<file path="src/hw/etx_pkg.sv">
package etx_pkg;

   typedef logic [19:0] mi_addr_t;   // Register bus address
   typedef logic [31:0] mi_data_t;   // Register bus data
   typedef logic [31:0] addr_t;      // Mesh address
   typedef logic [31:0] word_t;      // Mesh data word
   typedef logic [3:0]  ctrlmode_t;  // Packet control mode
   typedef logic [11:0] chip_id_t;   // Chip coordinate, top address bits
   typedef logic [7:0]  byte_t;      // One link byte
   typedef logic [3:0]  fifo_cnt_t;  // Queue occupancy 0..8
   typedef logic [7:0]  drop_cnt_t;  // Dropped packets, wraps

   // Mesh packet, MSB first as it goes on the link
   typedef struct packed {
      logic       write;     // Write vs read
      logic [1:0] datamode;  // Transfer size
      ctrlmode_t  ctrlmode;  // Control mode
      addr_t      dst_addr;  // Destination
      word_t      data;      // Payload
      addr_t      src_addr;  // Source / return address
   } packet_t;

   typedef struct packed {
      logic    access;  // Write strobe
      packet_t packet;  // Entry payload
   } chan_in_t;

   typedef enum logic {
      FR_IDLE,  // Waiting for issue
      FR_SEND   // Bytes on the link
   } framer_state_t;

   localparam int NUM_CH = 3;  // Queue count
   localparam int CH_WR  = 0;  // Write requests, lowest priority
   localparam int CH_RD  = 1;  // Read requests
   localparam int CH_RR  = 2;  // Read responses, highest priority

   localparam chip_id_t CHIP_ID = 12'h808;  // Packets to this chip are dropped

   localparam int FIFO_DEPTH  = 8;   // Entries per queue
   localparam int WAIT_LEVEL  = 6;   // Almost-full threshold
   localparam int FRAME_BYTES = 13;  // Bytes per transfer

   localparam mi_addr_t REG_TX_CFG    = 20'hF0200;  // Enable and ctrlmode
   localparam mi_addr_t REG_TX_STATUS = 20'hF0204;  // Waits and drop count

   localparam int CFG_ENABLE_BIT   = 0;  // TX enable
   localparam int CFG_CTRLMODE_LSB = 1;  // 4-bit ctrlmode field
   localparam int CFG_BP_BIT       = 5;  // Ctrlmode override

endpackage

</file>
<file path="src/hw/etx.sv">
module etx (
   input  logic                mi_clk,
   input  logic                rst_n,
   input  logic                mi_en,
   input  logic                mi_we,
   input  etx_pkg::mi_addr_t   mi_addr,
   input  etx_pkg::mi_data_t   mi_din,
   output etx_pkg::mi_data_t   mi_dout,
   input  logic                txwr_access,
   input  etx_pkg::packet_t    txwr_packet,
   output logic                txwr_wait,
   input  logic                txrd_access,
   input  etx_pkg::packet_t    txrd_packet,
   output logic                txrd_wait,
   input  logic                txrr_access,
   input  etx_pkg::packet_t    txrr_packet,
   output logic                txrr_wait,
   output logic                tx_frame,
   output etx_pkg::byte_t      tx_data,
   input  logic                txi_wr_wait,
   input  logic                txi_rd_wait
);

   etx_pkg::chan_in_t                         wr_in;      // Packed source inputs
   etx_pkg::chan_in_t                         rd_in;
   etx_pkg::chan_in_t                         rr_in;
   etx_pkg::chan_in_t [etx_pkg::NUM_CH-1:0]   chan_in;    // Ingress to queues
   etx_pkg::packet_t  [etx_pkg::NUM_CH-1:0]   head;       // Queue heads
   logic [etx_pkg::NUM_CH-1:0]                empty;
   logic [etx_pkg::NUM_CH-1:0]                pop;
   logic [etx_pkg::NUM_CH-1:0]                chan_wait;  // Almost-full per queue
   etx_pkg::drop_cnt_t                        drop_cnt;
   logic                                      tx_enable;
   etx_pkg::ctrlmode_t                        ctrlmode;
   logic                                      ctrlmode_bp;
   logic                                      issue;
   etx_pkg::packet_t                          issue_packet;
   logic                                      busy;

   assign wr_in = '{access: txwr_access, packet: txwr_packet};
   assign rd_in = '{access: txrd_access, packet: txrd_packet};
   assign rr_in = '{access: txrr_access, packet: txrr_packet};

   etx_ingress u_ingress (
      .mi_clk   (mi_clk),
      .rst_n    (rst_n),
      .wr_in    (wr_in),
      .rd_in    (rd_in),
      .rr_in    (rr_in),
      .chan_out (chan_in),
      .drop_cnt (drop_cnt)
   );

   for (genvar i = 0; i < etx_pkg::NUM_CH; i++)
   begin : g_chan
      etx_chan_fifo u_fifo (
         .mi_clk     (mi_clk),
         .rst_n      (rst_n),
         .wr         (chan_in[i]),
         .pop        (pop[i]),
         .head       (head[i]),
         .empty      (empty[i]),
         .wait_level (chan_wait[i])
      );
   end

   assign txwr_wait = chan_wait[etx_pkg::CH_WR];
   assign txrd_wait = chan_wait[etx_pkg::CH_RD];
   assign txrr_wait = chan_wait[etx_pkg::CH_RR];

   etx_arbiter u_arbiter (
      .mi_clk       (mi_clk),
      .rst_n        (rst_n),
      .tx_enable    (tx_enable),
      .ctrlmode     (ctrlmode),
      .ctrlmode_bp  (ctrlmode_bp),
      .txi_wr_wait  (txi_wr_wait),
      .txi_rd_wait  (txi_rd_wait),
      .empty        (empty),
      .head         (head),
      .busy         (busy),
      .pop          (pop),
      .issue        (issue),
      .issue_packet (issue_packet)
   );

   etx_framer u_framer (
      .mi_clk       (mi_clk),
      .rst_n        (rst_n),
      .issue        (issue),
      .issue_packet (issue_packet),
      .busy         (busy),
      .tx_frame     (tx_frame),
      .tx_data      (tx_data)
   );

   etx_cfg u_cfg (
      .mi_clk      (mi_clk),
      .rst_n       (rst_n),
      .mi_en       (mi_en),
      .mi_we       (mi_we),
      .mi_addr     (mi_addr),
      .mi_din      (mi_din),
      .mi_dout     (mi_dout),
      .tx_enable   (tx_enable),
      .ctrlmode    (ctrlmode),
      .ctrlmode_bp (ctrlmode_bp),
      .chan_wait   (chan_wait),
      .drop_cnt    (drop_cnt)
   );

endmodule

</file>
<file path="src/hw/etx_arbiter.sv">
module etx_arbiter (
   input  logic                                      mi_clk,
   input  logic                                      rst_n,
   input  logic                                      tx_enable,
   input  etx_pkg::ctrlmode_t                        ctrlmode,
   input  logic                                      ctrlmode_bp,
   input  logic                                      txi_wr_wait,
   input  logic                                      txi_rd_wait,
   input  logic [etx_pkg::NUM_CH-1:0]                empty,
   input  etx_pkg::packet_t [etx_pkg::NUM_CH-1:0]    head,
   input  logic                                      busy,
   output logic [etx_pkg::NUM_CH-1:0]                pop,
   output logic                                      issue,
   output etx_pkg::packet_t                          issue_packet
);

   logic [etx_pkg::NUM_CH-1:0] blocked;       // Link wait per channel
   logic [etx_pkg::NUM_CH-1:0] elig;          // Non-empty and not blocked
   logic [etx_pkg::NUM_CH-1:0] grant;         // One-hot winner
   etx_pkg::packet_t           pick;          // Winner's head
   logic                       take;          // Pop this cycle
   logic                       staged_valid;  // Packet waiting to issue

   // Read requests stall on rd wait, the rest on wr wait
   assign blocked[etx_pkg::CH_WR] = txi_wr_wait;
   assign blocked[etx_pkg::CH_RD] = txi_rd_wait;
   assign blocked[etx_pkg::CH_RR] = txi_wr_wait;
   assign elig = ~empty & ~blocked;

   // Higher index wins
   always_comb
   begin
      grant = '0;
      pick  = head[etx_pkg::CH_WR];
      for (int i = 0; i < etx_pkg::NUM_CH; i++)
      begin
         if (elig[i])
         begin
            grant    = '0;
            grant[i] = 1'b1;
            pick     = head[i];
         end
      end
   end

   assign take  = tx_enable & ~busy & ~staged_valid & (|elig);
   assign pop   = take ? grant : '0;
   assign issue = staged_valid & ~busy;

   always_ff @(posedge mi_clk)
   begin
      if (!rst_n)
      begin
         staged_valid <= 1'b0;
      end
      else if (take)
      begin
         staged_valid <= 1'b1;
      end
      else if (issue)
      begin
         staged_valid <= 1'b0;  // Handed to framer
      end
   end

   // Staged packet with optional ctrlmode override
   always_ff @(posedge mi_clk)
   begin
      if (take)
      begin
         issue_packet <= pick;
         if (ctrlmode_bp)
         begin
            issue_packet.ctrlmode <= ctrlmode;
         end
      end
   end

endmodule

</file>
<file path="src/hw/etx_cfg.sv">
module etx_cfg (
   input  logic                                mi_clk,
   input  logic                                rst_n,
   input  logic                                mi_en,
   input  logic                                mi_we,
   input  etx_pkg::mi_addr_t                   mi_addr,
   input  etx_pkg::mi_data_t                   mi_din,
   output etx_pkg::mi_data_t                   mi_dout,
   output logic                                tx_enable,
   output etx_pkg::ctrlmode_t                  ctrlmode,
   output logic                                ctrlmode_bp,
   input  logic [etx_pkg::NUM_CH-1:0]          chan_wait,
   input  etx_pkg::drop_cnt_t                  drop_cnt
);

   logic [etx_pkg::CFG_BP_BIT:0] cfg_q;     // Writable config bits 5:0
   etx_pkg::mi_data_t            status_q;  // Sampled status word
   logic                         cfg_wr;    // Config write this cycle
   logic                         rd;        // Read access this cycle

   assign cfg_wr = mi_en & mi_we & (mi_addr == etx_pkg::REG_TX_CFG);
   assign rd     = mi_en & ~mi_we;

   always_ff @(posedge mi_clk)
   begin
      if (!rst_n)
      begin
         cfg_q <= '0;  // TX off after reset
      end
      else if (cfg_wr)
      begin
         cfg_q <= mi_din[etx_pkg::CFG_BP_BIT:0];  // Upper bits not kept
      end
   end

   // Status sampled every cycle
   always_ff @(posedge mi_clk)
   begin
      if (!rst_n)
      begin
         status_q <= '0;
      end
      else
      begin
         status_q <= {16'b0, drop_cnt, 5'b0, chan_wait};  // 15:8 drops, 2:0 waits
      end
   end

   // Registered read-back mux
   always_ff @(posedge mi_clk)
   begin
      if (!rst_n)
      begin
         mi_dout <= '0;
      end
      else if (rd)
      begin
         case (mi_addr)
            etx_pkg::REG_TX_CFG:    mi_dout <= etx_pkg::mi_data_t'(cfg_q);
            etx_pkg::REG_TX_STATUS: mi_dout <= status_q;
            default:                mi_dout <= '0;  // Unmapped reads zero
         endcase
      end
   end

   assign tx_enable   = cfg_q[etx_pkg::CFG_ENABLE_BIT];
   assign ctrlmode    = cfg_q[etx_pkg::CFG_CTRLMODE_LSB +: 4];
   assign ctrlmode_bp = cfg_q[etx_pkg::CFG_BP_BIT];

endmodule

</file>
<file path="src/hw/etx_chan_fifo.sv">
module etx_chan_fifo (
   input  logic               mi_clk,
   input  logic               rst_n,
   input  etx_pkg::chan_in_t  wr,
   input  logic               pop,
   output etx_pkg::packet_t   head,
   output logic               empty,
   output logic               wait_level
);

   localparam int PTR_W = $clog2(etx_pkg::FIFO_DEPTH);

   etx_pkg::packet_t   mem [etx_pkg::FIFO_DEPTH];  // Packet storage
   logic [PTR_W-1:0]   wr_ptr;                     // Next free slot
   logic [PTR_W-1:0]   rd_ptr;                     // Head slot
   etx_pkg::fifo_cnt_t count;                      // Occupancy
   logic               full;
   logic               wr_en;                      // Accepted write
   logic               rd_en;                      // Accepted pop

   assign full  = count == etx_pkg::fifo_cnt_t'(etx_pkg::FIFO_DEPTH);
   assign empty = count == '0;
   assign wr_en = wr.access & ~full;  // Write to a full queue is ignored
   assign rd_en = pop & ~empty;

   function automatic logic [PTR_W-1:0] ptr_next(input logic [PTR_W-1:0] ptr);
      return (ptr == PTR_W'(etx_pkg::FIFO_DEPTH - 1)) ? '0 : ptr + 1'b1;
   endfunction

   always_ff @(posedge mi_clk)
   begin
      if (wr_en)
      begin
         mem[wr_ptr] <= wr.packet;
      end
   end

   always_ff @(posedge mi_clk)
   begin
      if (!rst_n)
      begin
         wr_ptr <= '0;
         rd_ptr <= '0;
         count  <= '0;
      end
      else
      begin
         if (wr_en)
         begin
            wr_ptr <= ptr_next(wr_ptr);
         end
         if (rd_en)
         begin
            rd_ptr <= ptr_next(rd_ptr);
         end
         case ({wr_en, rd_en})
            2'b10:   count <= count + 1'b1;
            2'b01:   count <= count - 1'b1;
            default: count <= count;  // Both or neither
         endcase
      end
   end

   assign head       = mem[rd_ptr];  // Show-ahead head
   assign wait_level = count >= etx_pkg::fifo_cnt_t'(etx_pkg::WAIT_LEVEL);

endmodule

</file>
<file path="src/hw/etx_framer.sv">
module etx_framer (
   input  logic              mi_clk,
   input  logic              rst_n,
   input  logic              issue,
   input  etx_pkg::packet_t  issue_packet,
   output logic              busy,
   output logic              tx_frame,
   output etx_pkg::byte_t    tx_data
);

   localparam int SHIFT_W = etx_pkg::FRAME_BYTES * 8;
   localparam int IDX_W   = $clog2(etx_pkg::FRAME_BYTES);

   etx_pkg::framer_state_t state;
   logic [IDX_W-1:0]       idx;      // Byte on the link now
   logic [SHIFT_W-1:0]     shift_q;  // Remaining bytes, MSB first
   logic                   last;     // Final byte on the link

   assign last = idx == IDX_W'(etx_pkg::FRAME_BYTES - 1);

   always_ff @(posedge mi_clk)
   begin
      if (!rst_n)
      begin
         state    <= etx_pkg::FR_IDLE;
         tx_frame <= 1'b0;
         idx      <= '0;
      end
      else
      begin
         case (state)
            etx_pkg::FR_IDLE:
            begin
               if (issue)
               begin
                  state    <= etx_pkg::FR_SEND;
                  tx_frame <= 1'b1;  // Header byte goes out now
                  idx      <= '0;
               end
            end
            etx_pkg::FR_SEND:
            begin
               if (last)
               begin
                  state    <= etx_pkg::FR_IDLE;
                  tx_frame <= 1'b0;  // Gap before next transfer
               end
               else
               begin
                  idx <= idx + 1'b1;
               end
            end
            default:
            begin
               state    <= etx_pkg::FR_IDLE;
               tx_frame <= 1'b0;
            end
         endcase
      end
   end

   // Header byte is {0, write, datamode, ctrlmode}
   always_ff @(posedge mi_clk)
   begin
      if (issue && state == etx_pkg::FR_IDLE)
      begin
         shift_q <= {1'b0, issue_packet};
      end
      else if (state == etx_pkg::FR_SEND)
      begin
         shift_q <= shift_q << 8;  // Next byte to the top
      end
   end

   assign tx_data = shift_q[SHIFT_W-1 -: 8];
   assign busy    = state == etx_pkg::FR_SEND;

endmodule

</file>
<file path="src/hw/etx_ingress.sv">
module etx_ingress (
   input  logic                                        mi_clk,
   input  logic                                        rst_n,
   input  etx_pkg::chan_in_t                           wr_in,
   input  etx_pkg::chan_in_t                           rd_in,
   input  etx_pkg::chan_in_t                           rr_in,
   output etx_pkg::chan_in_t [etx_pkg::NUM_CH-1:0]     chan_out,
   output etx_pkg::drop_cnt_t                          drop_cnt
);

   logic wr_drop;  // Write request to this chip
   logic rd_drop;  // Read request to this chip

   function automatic logic is_local(input etx_pkg::packet_t pkt);
      return pkt.dst_addr[31:20] == etx_pkg::CHIP_ID;  // Top 12 bits are the chip
   endfunction

   assign wr_drop = wr_in.access & is_local(wr_in.packet);
   assign rd_drop = rd_in.access & is_local(rd_in.packet);

   // Write strobes, filtered
   always_ff @(posedge mi_clk)
   begin
      if (!rst_n)
      begin
         chan_out[etx_pkg::CH_WR].access <= 1'b0;
         chan_out[etx_pkg::CH_RD].access <= 1'b0;
         chan_out[etx_pkg::CH_RR].access <= 1'b0;
      end
      else
      begin
         chan_out[etx_pkg::CH_WR].access <= wr_in.access & ~wr_drop;
         chan_out[etx_pkg::CH_RD].access <= rd_in.access & ~rd_drop;
         chan_out[etx_pkg::CH_RR].access <= rr_in.access;  // Responses pass unfiltered
      end
   end

   // Payload stage
   always_ff @(posedge mi_clk)
   begin
      chan_out[etx_pkg::CH_WR].packet <= wr_in.packet;
      chan_out[etx_pkg::CH_RD].packet <= rd_in.packet;
      chan_out[etx_pkg::CH_RR].packet <= rr_in.packet;
   end

   always_ff @(posedge mi_clk)
   begin
      if (!rst_n)
      begin
         drop_cnt <= '0;
      end
      else
      begin
         // Both may drop in one cycle
         drop_cnt <= drop_cnt + etx_pkg::drop_cnt_t'(wr_drop)
                              + etx_pkg::drop_cnt_t'(rd_drop);
      end
   end

endmodule

</file>
<file path="config.mk">
export PLATFORM = sky130hd
export DESIGN_NAME = etx
export DESIGN_NICKNAME = d
export VERILOG_FILES = /design/src/hw/etx_pkg.sv /design/src/hw/etx.sv /design/src/hw/etx_arbiter.sv /design/src/hw/etx_cfg.sv /design/src/hw/etx_chan_fifo.sv /design/src/hw/etx_framer.sv /design/src/hw/etx_ingress.sv
export SDC_FILE = /design/constraint.sdc
export NUM_CORES = 2
export LEC_CHECK = 0
export BUFFER_PORTS_ARGS = -buffer_cell sky130_fd_sc_hd__buf_2
export CAP_MARGIN = 20
export CORE_MARGIN = 5
export CORE_UTILIZATION = 48
export DETAILED_ROUTE_END_ITERATION = 7
export PLACE_DENSITY = 0.65
export SLEW_MARGIN = 0
export SYNTH_ARGS = -nofsm -noshare
export SYNTH_HDL_FRONTEND = slang
export SYNTH_SLANG_ARGS = --single-unit
</file>
<file path="constraint.sdc">
create_clock -name mi_clk -period 15.3 [get_ports mi_clk]
set_input_delay 1.53 -clock mi_clk [delete_from_list [all_inputs] [get_ports mi_clk]]
set_output_delay 1.53 -clock mi_clk [all_outputs]
set_load 0.03 [all_outputs]
</file>
==> metrics.md <==
| Metric | Value |
|---|---|
| Outcome | `complete, no violations` |
| Placed cells | `8189` |
| Synthesized area | `111000 um^2` |
| Crit share post-route | `30.7%` |
| Pwr Density | `134 nW/um^2` |
| First drt pass iteration count | `5` |
| P_sw | `3.33 mW` |
| WP data required | `15.94 ns` |
| Die width | `491 um` |
| Area of the core | `230000 um^2` |
| HP Class | `reg2reg` |
| Setup TNS | `0 ns` |
| Worst Tran Pin Value | `1.13 ns` |
| Post-DP HPWL | `146000 um` |
| Synth cell types | `55` |
| CP arrival | `5.34 ns` |
| Max clock buf depth | `4` |
| First-iteration detailed-routing DRC count | `4523` |
| CP Class | `reg2reg` |
| Post-CTS setup buffers | `0` |
| Largest area contributor in the netlist | `edfxtp_1` |
| I/O Buffers | `369` |
| Share of layout cells above drive strength 1 | `28.7%` |
| Register area share after synthesis | `79.6%` |
| Antenna Nets Post-Route | `0` |
| Synth area leaders | `edfxtp_1 (72%), mux4_2 (12%), dfxtp_1 (7.2%)` |
| EDFF count, synth | `2678` |
| GRT Util Overall | `20.7%` |
| Setup violations, final | `0` |
| Syn Area/Cell | `22.3 um^2` |
| DR vias/cell | `5.76` |
| Number of remaining DRC errors | `0` |
| H-Tree Depth | `5` |
| Part of the power in registers | `55.1%` |
| Clock skew | `0.0511 ns` |
| Max Cap Violations | `0` |
| Average wire per standard cell | `28.7 um` |
| Die area | `241000 um^2` |
| Cts hold-fix bufs | `0` |
| Total gr overflow | `0` |
| Synthesis Warnings | `0` |
| Initial core utilization | `48.3%` |
| RSZ-0062 raised after global routing | `false` |
| DRT Wirelength | `251000 um` |
| Hold Violations, Final | `0` |
| Slew headroom | `25.0%` |
| Fmax | `0.213 GHz` |
| DR vias | `50400` |
| Clock slew at reported path FFs | `0.06 ns` |
| Design Area, Final | `126000 um^2` |
| Clock power frac | `42.9%` |
| CTS tree | `done` |
| Power Total | `16.9 mW` |
| Max VDD drop | `0.132 mV` |
| Largest net degree at the start of global routing | `117` |
| Synthesized instance count | `4985` |
| I/O pin cnt | `414` |
| LEAKAGE | `39.5 nW` |
| Top FF cell, synth | `edfxtp_1` |
| Nets | `5872` |
| Top-area cell type share of the netlist area | `72.4%` |
| Crit path max fanout | `46` |
| Sw Share | `19.7%` |
| Reg2reg setup slack | `10.60 ns` |
| Pint | `13.6 mW` |
| CTS Sinks | `3076` |
| Non-filler cells in the finished layout | `8741` |
| Antenna violations before repair | `26` |
| Synth Register Bits | `3076` |
| Slew Viols, Final | `0` |
| Startpoint Class | `register` |
| Row count | `176` |
| Latest clock arrival within the worst-skew pair | `0.93 ns` |
| Total CTS buffers | `312` |
| Area grow syn2layout | `13.7%` |
| Clock root cell | `clkbuf_16` |
| Share of synthesized registers carrying an async set or reset | `0%` |
| Routability-driven placement congestion ratio | `0.795` |
| Vias in the first global route | `50700` |
| Die height | `491 um` |
| CTS resizes | `0` |
| Comb power frac | `2.0%` |
| DP Area | `117000 um^2` |
| Min cycle time layout | `4.70 ns` |
| Global-route wire length before repair | `362000 um` |
| Endpoint type of the worst setup path | `register` |
==> area by class of cell <==
type / instances / area [um^2]
tap: 3026 / 3790
fill: 17100 / 104000
inverter: 15 / 56.3
clock buffer: 426 / 8700
sequential: 3076 / 88400
timing repair buffer: 443 / 2680
clock inverter: 120 / 1000
antenna: 6 / 15.0
multi-input combinational: 1629 / 21600
==> through the flow <==
step | utilization, % | setup WS, ns | hold WS (ns)
after detailed placement | 50.6 | 10.36 | 0.449
after global routing | 54.9 | 10.05 | 0.476
after floorplan | - | 3.95 | 0.422
final | 54.9 | 10.60 | 0.454
after global placement | 50.6 | 10.40 | 0.441
after CTS | 54.8 | 10.35 | 0.457
==> synthesized netlist by cell type, types with 2 or more instances <==
library cell and number:
a31oi_1 3, nor4bb_1 4, mux2i_1 150, nand2_1 41, and2_1 18, buf_1 26, xor2_1 16, and3_1 3
or3_1 8, o22ai_1 98, clkbuf_1 139, nand3b_1 8, or3b_2 3, nor4_1 11, mux2_2 100, or2_2 5
ha_1 24, edfxtp_1 2678, nand4_1 6, o41ai_1 2, inv_1 14, buf_6 2, nand2b_1 11, a211oi_1 197
buf_4 27, nand3_1 34, dfxtp_1 398, o311a_1 4, nor3_1 14, or4_1 5, nor2b_1 106, a211o_1 3
nor2_1 40, nor4b_1 2, o21ai_0 23, nor3b_1 7, or4_4 2, mux4_2 610, a21oi_1 40, buf_2 88
==> power by group through the flow <==
stage	logic (mW)	clock network, mW	registers [mW]
finish	0.339	7.25	9.33
global route	0.359	7.74	9.34
CTS	0.351	7.38	9.33
detailed placement	0.349	0	9.51
global placement	0.347	0	9.49
floorplan	0.165	0	9.49
==> sequential cells by signal, indices dropped and copies added (netlist names), named ones only <==
register / cells
u_framer.busy: 1
u_arbiter.staged_valid: 1
u_ingress.drop_cnt: 8
u_framer.idx: 4
u_ingress.chan_out: 312
u_framer.shift_q: 104
u_arbiter.issue_packet: 103
g_chan.u_fifo.count: 12
u_cfg.mi_dout: 14
g_chan.u_fifo.wr_ptr: 9
u_cfg.status_q: 11
u_framer.tx_frame: 1
u_cfg.cfg_q: 6
g_chan.u_fifo.rd_ptr: 9
g_chan.u_fifo.mem: 2472
==> critical path, stage by stage (launching register included) <==
cell and delay [ns]:
dfxtp_4 0.86, buf_4 0.79, buf_4 0.82, buf_4 0.89, mux4_2 0.61, o22ai_1 0.20
a211oi_1 0.09
==> metal layers <==
layer / up-vias / share of wire, % / global-route usage (%)
met3: 403 / 6.3 / 3.71
met4: 4 / 3.2 / 6.40
li1: 21700 / - / -
met2: 1679 / 50 / 34.3
met1: 26600 / 40 / 28.2
met5: - / 0.010 / 0
==> kinds of logic (layout without fill, tap and decap cells) <==
kind of cell / count (synthesis) / in the layout / synth area share, %
buffers and inverters: 297 / 1004 / 1.21
adder cells (fa/ha/maj): 25 / 25 / 0.288
flip-flops: 3076 / 3076 / 79.6
XOR/XNOR: 17 / 17 / 0.134
other: 1 / 24 / 0.00338
AO/OA/AOI/OAI: 376 / 376 / 2.32
multiplexers: 860 / 860 / 14.7
AND/OR/NAND/NOR: 333 / 333 / 1.71
==> cell usage in the layout (no fill, tap or decap), types with 24 or more instances in the layout <==
master	instances
edfxtp_1	2678
mux4_2	610
dfxtp_1	390
buf_2	369
clkbuf_16	320
a211oi_1	197
mux2i_1	150
nor2b_1	105
mux2_2	100
o22ai_1	98
clkbuf_1	77
clkinv_2	51
buf_4	51
nand2_1	41
a21oi_1	39
clkinv_1	38
nand3_1	34
nor2_1	31
clkbuf_8	29
ha_1	24
==> path summary, 6_finish.rpt <==
kind	startpoint	end	cells after the start
hold reg to reg	u_cfg.mi_dout[4]$_SDFFE_PN0P_	u_cfg.mi_dout[4]$_SDFFE_PN0P_	2
hold / removal	u_cfg.mi_dout[4]$_SDFFE_PN0P_	u_cfg.mi_dout[4]$_SDFFE_PN0P_	2
setup / recovery	register	u_arbiter.issue_packet[26]$_DFFE_PN_	6
setup reg to reg	register	u_arbiter.issue_packet[26]$_DFFE_PN_	6
Power figures use the tool's default switching activity.
